--- config.mk ---
export PLATFORM = sky130hd
export DESIGN_NAME = bloque_fecha
export DESIGN_NICKNAME = d
export VERILOG_FILES = /design/src/hdl/fecha_pkg.sv /design/src/hdl/fecha_control.sv /design/src/hdl/fecha_field_editor.sv /design/src/hdl/fecha_bus_sequencer.sv /design/src/hdl/bloque_fecha.sv
export SDC_FILE = /design/constraint.sdc
export NUM_CORES = 1
export LEC_CHECK = 0
export ABC_AREA = 1
export ABC_CLOCK_PERIOD_IN_PS = 5700
export BUFFER_PORTS_ARGS = -buffer_cell sky130_fd_sc_hd__buf_4
export CAP_MARGIN = 10
export CORE_ASPECT_RATIO = 0.75
export CORE_MARGIN = 4
export CORE_UTILIZATION = 35
export DETAILED_ROUTE_END_ITERATION = 10
export GPL_ROUTABILITY_DRIVEN = 0
export SETUP_SLACK_MARGIN = 0.1
export SLEW_MARGIN = 20
export SYNTH_ARGS = -nofsm -noshare
export SYNTH_HDL_FRONTEND = slang
export SYNTH_HIERARCHICAL = 1
export SYNTH_SLANG_ARGS = --single-unit
--- constraint.sdc ---
create_clock -name reloj -period 5.7 [get_ports reloj]
set_clock_uncertainty 0.1 [all_clocks]
set_input_delay 1.71 -clock reloj [delete_from_list [all_inputs] [get_ports reloj]]
set_output_delay 1.71 -clock reloj [all_outputs]
set_load 0.03 [all_outputs]
--- src/hdl/fecha_pkg.sv ---
package fecha_pkg;

   ////////////////////////////////////////
   // Field data
   ////////////////////////////////////////

   // Two BCD digits, tens in the upper nibble
   typedef logic [7:0] bcd_t;

   localparam int NUM_FIELDS = 3;

   // Cursor position, value doubles as field index
   typedef enum logic [1:0]
   {
      POS_DIA = 2'd0,
      POS_MES = 2'd1,
      POS_ANO = 2'd2
   } pos_t;

   // Edit opcode from the up/down buttons
   typedef enum logic [1:0]
   {
      ADJ_NONE = 2'd0,
      ADJ_UP   = 2'd1,
      ADJ_DOWN = 2'd2
   } adjust_t;

   ////////////////////////////////////////
   // Limits and bus addresses
   ////////////////////////////////////////

   // Index 0 day, 1 month, 2 year
   localparam bcd_t FIELD_MIN [NUM_FIELDS] = '{8'h01, 8'h01, 8'h01};
   localparam bcd_t FIELD_MAX [NUM_FIELDS] = '{8'h31, 8'h12, 8'h99};

   // Address bytes sent ahead of each data byte
   localparam logic [7:0] ADDR_DIA = 8'd36;
   localparam logic [7:0] ADDR_MES = 8'd37;
   localparam logic [7:0] ADDR_ANO = 8'd38;

   // Edit tick period in clocks
   localparam int TICK_DIV_DEFAULT = 4;

endpackage

--- src/hdl/fecha_control.sv ---
module fecha_control
   import fecha_pkg::*;
#(
   parameter int TICK_DIV = TICK_DIV_DEFAULT
)
(
   input  logic                  reloj,
   input  logic                  resetM,
   input  logic                  read,
   input  logic [3:0]            load_sel,
   input  bcd_t                  dia_in,
   input  bcd_t                  mes_in,
   input  bcd_t                  ano_in,
   input  logic [3:0]            buttons,
   output pos_t                  pos_f,
   output logic [NUM_FIELDS-1:0] edit_en,
   output adjust_t               adjust,
   output logic [NUM_FIELDS-1:0] load_en,
   output bcd_t [NUM_FIELDS-1:0] load_data
);

   localparam int CNT_W = $clog2(TICK_DIV);

   logic [CNT_W-1:0]      tick_cnt;
   logic                  tick;
   pos_t                  pos_next;
   bcd_t [NUM_FIELDS-1:0] load_in;

   ////////////////////////////////////////
   // Edit prescaler
   ////////////////////////////////////////

   assign tick = (tick_cnt == CNT_W'(TICK_DIV - 1));

   always_ff @(posedge reloj)
   begin
      if (resetM)
         tick_cnt <= '0;
      else if (tick)
         tick_cnt <= '0;
      else
         tick_cnt <= tick_cnt + 1'b1;
   end

   ////////////////////////////////////////
   // Cursor FSM
   ////////////////////////////////////////

   always_comb
   begin
      pos_next = pos_f;
      case (buttons[1:0])
         // Next field
         2'b01:
         begin
            case (pos_f)
               POS_DIA: pos_next = POS_MES;
               POS_MES: pos_next = POS_ANO;
               default: pos_next = POS_DIA;
            endcase
         end
         // Previous field
         2'b10:
         begin
            case (pos_f)
               POS_DIA: pos_next = POS_ANO;
               POS_ANO: pos_next = POS_MES;
               default: pos_next = POS_DIA;
            endcase
         end
         // Home
         2'b11:   pos_next = POS_DIA;
         default: pos_next = pos_f;
      endcase
   end

   always_ff @(posedge reloj)
   begin
      if (resetM)
         pos_f <= POS_DIA;
      else if (tick)
         pos_f <= pos_next;
   end

   // Old cursor value selects the field, so edit and move on one tick edit the old field
   always_comb
   begin
      for (int i = 0; i < NUM_FIELDS; i++)
         edit_en[i] = tick && (int'(pos_f) == i);
   end

   always_comb
   begin
      case (buttons[3:2])
         2'b10:   adjust = ADJ_UP;
         2'b01:   adjust = ADJ_DOWN;
         default: adjust = ADJ_NONE;
      endcase
   end

   ////////////////////////////////////////
   // Direct load capture
   ////////////////////////////////////////

   assign load_in = {ano_in, mes_in, dia_in};

   always_ff @(posedge reloj)
   begin
      if (resetM)
         load_en <= '0;
      else
         for (int i = 0; i < NUM_FIELDS; i++)
            load_en[i] <= read && (load_sel == 4'(i));
   end

   // Byte held until the next load of the same field
   always_ff @(posedge reloj)
   begin
      for (int i = 0; i < NUM_FIELDS; i++)
         if (read && (load_sel == 4'(i)))
            load_data[i] <= load_in[i];
   end

endmodule

--- src/hdl/fecha_field_editor.sv ---
module fecha_field_editor
   import fecha_pkg::*;
#(
   parameter bcd_t MIN_BCD = 8'h01,
   parameter bcd_t MAX_BCD = 8'h99
)
(
   input  logic    reloj,
   input  logic    resetM,
   input  logic    edit_en,
   input  adjust_t adjust,
   input  logic    load_en,
   input  bcd_t    load_data,
   output bcd_t    field_value
);

   bcd_t step_value;

   ////////////////////////////////////////
   // BCD stepping
   ////////////////////////////////////////

   // Units carry into tens, top wraps to the minimum
   function automatic bcd_t bcd_inc(input bcd_t value);
      bcd_t result;
      if (value >= MAX_BCD)
         result = MIN_BCD;
      else if (value[3:0] >= 4'h9)
      begin
         result[7:4] = value[7:4] + 4'h1;
         result[3:0] = 4'h0;
      end
      else
      begin
         result[7:4] = value[7:4];
         result[3:0] = value[3:0] + 4'h1;
      end
      return result;
   endfunction

   // Units borrow from tens, bottom wraps to the maximum
   function automatic bcd_t bcd_dec(input bcd_t value);
      bcd_t result;
      if (value <= MIN_BCD)
         result = MAX_BCD;
      else if (value[3:0] == 4'h0)
      begin
         result[7:4] = value[7:4] - 4'h1;
         result[3:0] = 4'h9;
      end
      else
      begin
         result[7:4] = value[7:4];
         result[3:0] = value[3:0] - 4'h1;
      end
      return result;
   endfunction

   always_comb
   begin
      case (adjust)
         ADJ_UP:   step_value = bcd_inc(field_value);
         ADJ_DOWN: step_value = bcd_dec(field_value);
         default:  step_value = field_value;
      endcase
   end

   ////////////////////////////////////////
   // Field register
   ////////////////////////////////////////

   // Load wins over an edit on the same edge
   always_ff @(posedge reloj)
   begin
      if (resetM)
         field_value <= MIN_BCD;
      else if (load_en)
         field_value <= load_data;
      else if (edit_en)
         field_value <= step_value;
   end

endmodule

--- src/hdl/fecha_bus_sequencer.sv ---
module fecha_bus_sequencer
   import fecha_pkg::*;
(
   input  logic                  reloj,
   input  logic                  resetM,
   input  logic                  enable_cont_16,
   input  logic                  enable_cont_fecha,
   input  bcd_t [NUM_FIELDS-1:0] field_value,
   output bcd_t                  dia_out,
   output bcd_t                  mes_out,
   output bcd_t                  ano_out
);

   // Address then data for each field
   typedef enum logic [2:0]
   {
      PH_DIA_ADDR = 3'd0,
      PH_DIA_DATA = 3'd1,
      PH_MES_ADDR = 3'd2,
      PH_MES_DATA = 3'd3,
      PH_ANO_ADDR = 3'd4,
      PH_ANO_DATA = 3'd5
   } phase_t;

   phase_t phase;
   phase_t phase_next;
   logic   step;

   assign step = enable_cont_16 && enable_cont_fecha;

   always_comb
   begin
      case (phase)
         PH_DIA_ADDR: phase_next = PH_DIA_DATA;
         PH_DIA_DATA: phase_next = PH_MES_ADDR;
         PH_MES_ADDR: phase_next = PH_MES_DATA;
         PH_MES_DATA: phase_next = PH_ANO_ADDR;
         PH_ANO_ADDR: phase_next = PH_ANO_DATA;
         default:     phase_next = PH_DIA_ADDR;
      endcase
   end

   always_ff @(posedge reloj)
   begin
      if (resetM)
         phase <= PH_DIA_ADDR;
      else if (step)
         phase <= phase_next;
   end

   ////////////////////////////////////////
   // Output registers
   ////////////////////////////////////////

   // Written every clock from the current phase, other buses hold
   always_ff @(posedge reloj)
   begin
      if (resetM)
      begin
         dia_out <= '0;
         mes_out <= '0;
         ano_out <= '0;
      end
      else
      begin
         case (phase)
            PH_DIA_ADDR: dia_out <= ADDR_DIA;
            PH_DIA_DATA: dia_out <= field_value[POS_DIA];
            PH_MES_ADDR: mes_out <= ADDR_MES;
            PH_MES_DATA: mes_out <= field_value[POS_MES];
            PH_ANO_ADDR: ano_out <= ADDR_ANO;
            PH_ANO_DATA: ano_out <= field_value[POS_ANO];
            default:     dia_out <= dia_out;
         endcase
      end
   end

endmodule

--- src/hdl/bloque_fecha.sv ---
module bloque_fecha
   import fecha_pkg::*;
#(
   parameter int TICK_DIV = TICK_DIV_DEFAULT
)
(
   input  logic       reloj,
   input  logic       resetM,
   input  logic       read,
   input  logic [3:0] load_sel,
   input  bcd_t       dia_in,
   input  bcd_t       mes_in,
   input  bcd_t       ano_in,
   input  logic [3:0] buttons,
   input  logic       enable_cont_16,
   input  logic       enable_cont_fecha,
   output bcd_t       dia_out,
   output bcd_t       mes_out,
   output bcd_t       ano_out,
   output pos_t       pos_f
);

   logic [NUM_FIELDS-1:0] edit_en;
   adjust_t               adjust;
   logic [NUM_FIELDS-1:0] load_en;
   bcd_t [NUM_FIELDS-1:0] load_data;
   bcd_t [NUM_FIELDS-1:0] field_value;

   ////////////////////////////////////////
   // Buttons, cursor and load capture
   ////////////////////////////////////////

   fecha_control #(
      .TICK_DIV (TICK_DIV)
   ) u_control (
      .reloj     (reloj),
      .resetM    (resetM),
      .read      (read),
      .load_sel  (load_sel),
      .dia_in    (dia_in),
      .mes_in    (mes_in),
      .ano_in    (ano_in),
      .buttons   (buttons),
      .pos_f     (pos_f),
      .edit_en   (edit_en),
      .adjust    (adjust),
      .load_en   (load_en),
      .load_data (load_data)
   );

   ////////////////////////////////////////
   // One editor per field
   ////////////////////////////////////////

   for (genvar i = 0; i < NUM_FIELDS; i++)
   begin : g_field
      fecha_field_editor #(
         .MIN_BCD (FIELD_MIN[i]),
         .MAX_BCD (FIELD_MAX[i])
      ) u_editor (
         .reloj       (reloj),
         .resetM      (resetM),
         .edit_en     (edit_en[i]),
         .adjust      (adjust),
         .load_en     (load_en[i]),
         .load_data   (load_data[i]),
         .field_value (field_value[i])
      );
   end

   // Address/data bytes out
   fecha_bus_sequencer u_sequencer (
      .reloj             (reloj),
      .resetM            (resetM),
      .enable_cont_16    (enable_cont_16),
      .enable_cont_fecha (enable_cont_fecha),
      .field_value       (field_value),
      .dia_out           (dia_out),
      .mes_out           (mes_out),
      .ano_out           (ano_out)
   );

endmodule

==> qor.log, run 1 <==
[worst_setup_path] kind of end point of the critical path flip-flop
[clock_tree] worst-case clock buffer depth 2
[worst_setup_path] buffers plus inverters on the worst setup path 2
[pwr] Power Density 226 nW/um^2
[synthesis] area of the mapped netlist 5150 um^2
[global_route] maximum number of pins on one net before global-route repair 41
[synthesis] area fraction of the dominant cell type after synthesis 22.5%
[hold_path] Hold Crit Start u_sequencer/mes_out[4]
[drt] Iter 0 DRT Violations 390
[pwr] worst voltage drop across the vdd grid 0.000138 V
[timing] smallest setup slack after layout 2.59 ns
[synthesis] top flip-flop cell by instance count after synthesis sky130_fd_sc_hd__dfxtp_1
[global_route] Overflow after GRT 0
[timing] Final setup viols 0
[cells_and_area] leading cell type in the layout, fill and taps excluded sky130_fd_sc_hd__nand2_1
[clock_tree] Skew-Pair Late Insertion Delay 0.34 ns
[run] max_cap viols 0
[cells_and_area] fraction of layout instances using a drive strength above 1 22.6%
[cells_and_area] # diodes 0
[worst_setup_path] category of the most critical setup path in -> reg
[global_route] initial antenna violation count 0
[worst_setup_path] setup slack, reg-to-reg 3.62 ns
[synthesis] share of async-settable or async-resettable flops after synthesis 0%
[status] outcome finished, final reports clean
[floorplanning] floorplan die width 148 um
[timing] worst slew margin relative to its limit 32.7%
[worst_setup_path] startpoint type of the worst setup path input pin
[floorplanning] height of the die 113 um
[floorplanning] Top-Level Pins 63
[hold_path] Min-Delay Endpoint u_sequencer/mes_out[4]
[synthesis] top cells by area, synth sky130_fd_sc_hd__dfxtp_1, sky130_fd_sc_hd__edfxtp_1, sky130_fd_sc_hd__nand2_1, sky130_fd_sc_hd__nor2_1, sky130_fd_sc_hd__nand3_1
[clock_tree] Clock Root Buffer sky130_fd_sc_hd__clkbuf_16
[worst_setup_path] depth of the most critical reg-to-reg path 11
[placement] DP Wirelength 9.45 mm
[timing] clock period minus worst slack 3.11 ns
[timing] slew at the pin with the worst max-slew slack 1.00 ns
[worst_setup_path] largest incremental delay on the critical path 0.42 ns
[worst_setup_path] reg2reg end g_field[0].u_editor/field_value[7]
[timing] RSZ-0062 raised after global routing false
[synthesis] average instance area after synthesis 7.40 um^2
[floorplanning] number of placement rows 38
[worst_setup_path] cell class contributing the biggest share of worst-path delay simple AND/OR/NAND/NOR gates
[floorplanning] Die ar. 16700 um^2
[drt] vias post-DR 4469
[worst_setup_path] CP required 5.83 ns
[worst_setup_path] worst reg2reg startpoint g_field[0].u_editor/field_value[0]
[synthesis] EDFF count, synth 24
[synthesis] synthesized netlist cell count 696
[clock_tree] setup repair bufs after CTS 0
[timing] Final Hold Fails 0
[hold_path] Worst Hold Depth 2
[clock_tree] total number of clock tree sinks 82
[synthesis] number of nets produced by synthesis 753
[synthesis] register bit count reported by yosys 82
[synthesis] register area share after synthesis 36.5%
[placement] post-placement cell area 5720 um^2
[worst_setup_path] arrival time of data at the critical path endpoint 3.24 ns
[drt] post-detailed-routing wire length 12.5 mm
[timing] fmax 0.321 GHz
[synthesis] top cell type by total area after synthesis sky130_fd_sc_hd__dfxtp_1
[worst_setup_path] cell chain of the critical path buf_4, nor2_1, inv_1, nor2_1, o21a_1, nand3_2, nand2_4, nand2_2, nor2_1, nor2_1
[cells_and_area] area added between synthesis and finish 17.0%
[placement] Post-Place Setup Slack 2.05 ns
[drt] post-route DRC violation count 0
[cells_and_area] cell area after layout 6030 um^2
[global_route] total global-route track usage 15.4%
[floorplanning] CORE AREA 14500 um^2
[timing] fin crit share 54.6%
[worst_setup_path] slowest library cell on the worst path sky130_fd_sc_hd__nor2_1
[worst_setup_path] cell with the most instances on the worst path sky130_fd_sc_hd__nor2_1
[synthesis] synth unique cells 41
[clock_tree] number of buffers created by CTS 9
[drt] count of antenna-violating nets left after detailed routing 0
[hold_path] hold crit path type reg -> reg
[synthesis] number of warning messages in the yosys log 6
[global_route] number of global-route vias before repair 4043
[drt] average wire per cell in the routed design 13.0 um
[clock_tree] CTS tree built
[pwr] Leakage 2.73 nW
[clock_tree] Clock Pin Slew Worst Setup and Hold Paths 0.06 ns
[drt] first-pass iteration count of the detailed router 5
[clock_tree] quantity of gates resized following cts 0
[timing] number of pins with negative max-slew slack in the final report 0
[cells_and_area] most used cells in the layout excluding fill and tap cells sky130_fd_sc_hd__nand2_1, sky130_fd_sc_hd__nor2_1, sky130_fd_sc_hd__buf_4
[global_route] wire length of the first global-routing pass 20.9 mm
[placement] count of buffers from port buffering 62
[cells_and_area] Net count, final 809
[clock_tree] total number of H-tree levels 3
[pwr] power after layout 1.36 mW
[worst_setup_path] crit-path max FO 8
[clock_tree] number of hold buffers added after CTS 0
[drt] drt via density 4.67
[timing] sum of negative setup slack 0 ns
[floorplanning] Initial Util 35.6%
## worst max path at each step
stage	endpoint	slack (ns)	cells after the start	start
after floorplan	g_field[2].u_editor/field_value[7]	2.58	10	buttons[2]
after global placement	u_control/load_data[10]	2.03	4	load_sel[3]
after detailed placement	u_control/load_data[9]	2.05	4	load_sel[3]
after CTS	u_control/load_data[11]	2.41	4	load_sel[3]
after global routing	g_field[0].u_editor/field_value[4]	2.36	11	buttons[2]
final	g_field[2].u_editor/field_value[7]	2.59	10	buttons[2]
## layer usage
layer / global-route usage, % / vias up / part of all wire, %
met5: 0 / - / 0
met2: 21.0 / 110 / 39
met4: 3.51 / 0 / 0.92
met3: 3.88 / 10 / 5.3
met1: 24.2 / 1970 / 55
li1: - / 2379 / -
## worst reg2reg max path, cell delays in order (launching register included)
cell	delay (ns)
sky130_fd_sc_hd__dfxtp_1	0.39
sky130_fd_sc_hd__inv_1	0.16
sky130_fd_sc_hd__ha_1	0.46
sky130_fd_sc_hd__nor2_1	0.12
sky130_fd_sc_hd__nor2_2	0.18
sky130_fd_sc_hd__nand2_4	0.10
sky130_fd_sc_hd__nand3_2	0.06
sky130_fd_sc_hd__nand2_1	0.06
sky130_fd_sc_hd__clkinv_1	0.05
sky130_fd_sc_hd__nand3_2	0.10
sky130_fd_sc_hd__nor2_1	0.13
sky130_fd_sc_hd__nor2_1	0.06
## through the flow
stage / hold slack [ns] / utilization, % / std cells
floorplan: 0.332 / - / 696
global placement: 0.355 / 39.6 / 941
detailed placement: 0.355 / 39.6 / 941
CTS: 0.363 / 41.7 / 957
global route: 0.381 / 41.7 / 957
finish: 0.360 / 41.7 / 957
## cells in the mapped netlist (all sizes together) (2+ instances only)
| cell type | number |
|---|---|
| a21oi | 48 |
| buf | 14 |
| clkbuf | 3 |
| dfxtp | 58 |
| edfxtp | 24 |
| ha | 20 |
| inv | 78 |
| nand2 | 159 |
| nand3 | 76 |
| nand4 | 19 |
| nor2 | 131 |
| nor3 | 11 |
| nor4 | 2 |
| o211ai | 2 |
| o21ai | 29 |
| or2 | 3 |
| xor2 | 12 |
## flip-flops by register name (all words and copies together) (netlist names)
register	count
g_field.u_editor/field_value	24
u_sequencer/mes_out	8
u_sequencer/phase	3
u_sequencer/dia_out	8
u_control/load_en	3
u_control/load_data	24
u_sequencer/ano_out	8
u_control/tick_cnt	2
u_control/pos_f	2
## layout make-up
cell class              instances  area (um^2)
repair buffers                 62          465
clock inverters                 1         5.00
inverters                      79          304
fillers                      1531         8430
well taps                     200          250
flip-flops and latches         82         1880
clock buffers                  15          299
multi-input cells             518         2820
## logic make-up (layout without fill, tap and decap cells)
kind of cell	count (synthesis)	count (layout)	share of synthesized area, %
simple gates	402	402	38.4
buf+inv	96	157	8.80
compound gates	83	83	9.23
flops	82	82	36.5
fa+ha+maj	20	20	4.86
xor+xnor	13	13	2.21
## power by group
part | switching [mW] | internal [mW]
Combinational | 0.0961 | 0.0578
Clock | 0.224 | 0.357
Sequential | 0.0155 | 0.614
(Power assumes the default switching activity.)
==> inputs of run 2 (changes only) <==
--- a/config.mk
+++ b/config.mk
@@ -6,7 +6,7 @@
 export NUM_CORES = 1
 export LEC_CHECK = 0
 export ABC_AREA = 1
-export ABC_CLOCK_PERIOD_IN_PS = 5700
+export ABC_CLOCK_PERIOD_IN_PS = 2900
 export BUFFER_PORTS_ARGS = -buffer_cell sky130_fd_sc_hd__buf_4
 export CAP_MARGIN = 10
 export CORE_ASPECT_RATIO = 0.75
==> constraint.sdc (replaced) <==
create_clock -name reloj -period 2.9 [get_ports reloj]
set_clock_uncertainty 0.1 [all_clocks]
set_input_delay 0.87 -clock reloj [delete_from_list [all_inputs] [get_ports reloj]]
set_output_delay 0.87 -clock reloj [all_outputs]
set_load 0.03 [all_outputs]
==> qor.log, run 2 (synthesis results as in run 1) <==
[clock_tree] Skew-Pair Late Insertion Delay 0.33 ns [about the same]
[global_route] number of global-route vias before repair 4076 [+0.82%]
[clock_tree] Clock Root Buffer sky130_fd_sc_hd__clkbuf_16
[worst_setup_path] cell class contributing the biggest share of worst-path delay simple AND/OR/NAND/NOR gates
[worst_setup_path] CP required 3.03 ns [-2.80 ns]
[clock_tree] Clock Pin Slew Worst Setup and Hold Paths 0.06 ns [about the same]
[worst_setup_path] arrival time of data at the critical path endpoint 2.39 ns [-0.85 ns]
[global_route] initial antenna violation count 0 [unchanged]
[floorplanning] height of the die 113 um [unchanged]
[timing] Final setup viols 0 [unchanged]
[timing] smallest setup slack after layout 0.639 ns [-1.95 ns]
[hold_path] hold crit path type reg -> reg
[floorplanning] Die ar. 16700 um^2 [unchanged]
[pwr] net switching power 655 uW [+95%]
[cells_and_area] fraction of layout instances using a drive strength above 1 23.0% [+0.38 points]
[worst_setup_path] crit-path max FO 10 [+2]
[floorplanning] Initial Util 35.6% [unchanged]
[floorplanning] number of placement rows 38 [unchanged]
[global_route] Overflow after GRT 0 [unchanged]
[timing] Final Hold Fails 0 [unchanged]
[drt] Iter 0 DRT Violations 376 [-3.6%]
[worst_setup_path] cell with the most instances on the worst path sky130_fd_sc_hd__nor2_1
[global_route] wire length of the first global-routing pass 20.5 mm [-1.7%]
[worst_setup_path] cell chain of the critical path buf_4, nor2_1, nand2_1, inv_2, o21a_1, nand3_2, nand2_4, nand2_2, nor2_1, nor2_1
[drt] count of antenna-violating nets left after detailed routing 0 [unchanged]
[floorplanning] Top-Level Pins 63 [unchanged]
[drt] post-detailed-routing wire length 12.3 mm [-1.5%]
[floorplanning] floorplan die width 148 um [unchanged]
[worst_setup_path] category of the most critical setup path in -> reg
[timing] number of pins with negative max-slew slack in the final report 0 [unchanged]
[worst_setup_path] buffers plus inverters on the worst setup path 2 [unchanged]
[drt] vias post-DR 4519 [+1.1%]
[timing] slew at the pin with the worst max-slew slack 0.739 ns [-0.263 ns]
[drt] post-route DRC violation count 0 [unchanged]
[cells_and_area] Net count, final 814 [+0.62%]
[placement] post-placement cell area 5750 um^2 [+0.66%]
[cells_and_area] area added between synthesis and finish 17.6%
[timing] worst slew margin relative to its limit 50.7% [+18 points]
[pwr] internal power 2.03 mW [+98%]
[floorplanning] CORE AREA 14500 um^2 [unchanged]
[worst_setup_path] kind of end point of the critical path flip-flop
[cells_and_area] # diodes 0 [unchanged]
[clock_tree] number of buffers created by CTS 9 [unchanged]
[clock_tree] number of hold buffers added after CTS 0 [unchanged]
[placement] count of buffers from port buffering 62 [unchanged]
[pwr] combinational group share of total power 11.3% [about the same]
[cells_and_area] utilization after layout 41.9% [+0.20 points]
[clock_tree] worst-case clock buffer depth 2 [unchanged]
[timing] worst hold slack 0.364 ns [+0.00472 ns]
[pwr] sequential share of power 46.0% [about the same]
[clock_tree] total number of H-tree levels 3 [unchanged]
[run] max_cap viols 0 [unchanged]
[worst_setup_path] largest incremental delay on the critical path 0.38 ns [-0.04 ns]
[placement] number of placed instances with taps included 946 [+0.53%]
[timing] sum of negative setup slack 0 ns [unchanged]
[placement] Post-Place Setup Slack 0.305 ns [-1.74 ns]
[pwr] portion of total power attributed to the clock network 42.7% [about the same]
[clock_tree] setup repair bufs after CTS 0 [unchanged]
[global_route] maximum number of pins on one net before global-route repair 20 [-51%]
[pwr] switching part of the total power 24.3% [-0.23 points]
[clock_tree] CTS tree built
[timing] RSZ-0062 raised after global routing false
[worst_setup_path] startpoint type of the worst setup path input pin
[status] outcome finished, final reports clean
[drt] first-pass iteration count of the detailed router 5 [unchanged]
[timing] fin crit share 78.0%
[worst_setup_path] slowest library cell on the worst path sky130_fd_sc_hd__nor2_1
[placement] DP Wirelength 9.43 mm [-0.14%]
[cells_and_area] non-filler cells, final 962 [+0.52%]
[clock_tree] quantity of gates resized following cts 0 [unchanged]
[timing] clock period minus worst slack 2.26 ns
[timing] fmax 0.442 GHz
[cells_and_area] most used cells in the layout excluding fill and tap cells sky130_fd_sc_hd__nand2_1, sky130_fd_sc_hd__nor2_1, sky130_fd_sc_hd__buf_4
[pwr] power after layout 2.69 mW [+97%]
[cells_and_area] leading cell type in the layout, fill and taps excluded sky130_fd_sc_hd__nand2_1
[global_route] total global-route track usage 15.1% [-0.36 points]
[cells_and_area] cell area after layout 6050 um^2 [+0.48%]
[drt] average wire per cell in the routed design 12.8 um [-2.0%]
[cells_and_area] biggest regs g_field.u_editor/field_value (24), u_control/load_data (24)
[clock_tree] total number of clock tree sinks 82 [unchanged]
[drt] drt via density 4.70 [+0.59%]
[pwr] Power Density 444 nW/um^2 [+96%]
[pwr] Leakage 2.75 nW [+0.85%]
[pwr] worst voltage drop across the vdd grid 0.000236 V [+71%]
## run 2: cell types whose count changed in the layout (fill, tap and decap cells not counted)
cell	change
sky130_fd_sc_hd__nor3_1	+1
sky130_fd_sc_hd__clkbuf_16	-1
sky130_fd_sc_hd__nor3_2	-1
sky130_fd_sc_hd__clkbuf_8	-1
sky130_fd_sc_hd__buf_4	+5
sky130_fd_sc_hd__bufinv_16	+1
sky130_fd_sc_hd__clkinv_2	+1
## run 2: power groups by stage
stage / clock, mW / sequential [mW] / combinational [mW]
after global routing: 1.23 / 1.24 / 0.343
after detailed placement: 0 / 1.26 / 0.303
after CTS: 1.18 / 1.24 / 0.304
after global placement: 0 / 1.26 / 0.303
final: 1.15 / 1.24 / 0.305
after floorplan: 0 / 1.27 / 0.196
## run 2: tightest hold or removal path: stages, from the launching register on
cell and delay (ns):
sky130_fd_sc_hd__dfxtp_1 0.31, sky130_fd_sc_hd__nand2_1 0.06, sky130_fd_sc_hd__a21oi_1 0.05
## run 2: worst paths after layout
path,from,endpoint,slack [ns],cells past startpoint
worst max-delay path,buttons[3],g_field[2].u_editor/field_value[7],0.64,10
worst min-delay path,u_sequencer/mes_out[7],u_sequencer/mes_out[7],0.36,2
worst max register to register,g_field[0].u_editor/field_value[0],g_field[0].u_editor/field_value[4],0.80,11
worst min register to register,u_sequencer/mes_out[7],u_sequencer/mes_out[7],0.36,2
## run 2: per-layer routing
metal | routed length [um] | vias up | global-route usage [%]
met5 | 0 | - | 0
met2 | 4920 | 119 | 21.0
met3 | 686 | 8 | 3.48
met4 | 108 | 0 | 3.32
li1 | - | 2401 | -
met1 | 6550 | 1991 | 23.4
## run 2: layout make-up
cell class | count | area [um^2]
fillers | 1536 | 8400
multi-input cells | 518 | 2820
flip-flops and latches | 82 | 1880
repair buffers | 67 | 503
inverters | 79 | 304
clock buffers | 13 | 260
well taps | 200 | 250
clock inverters | 3 | 40.0
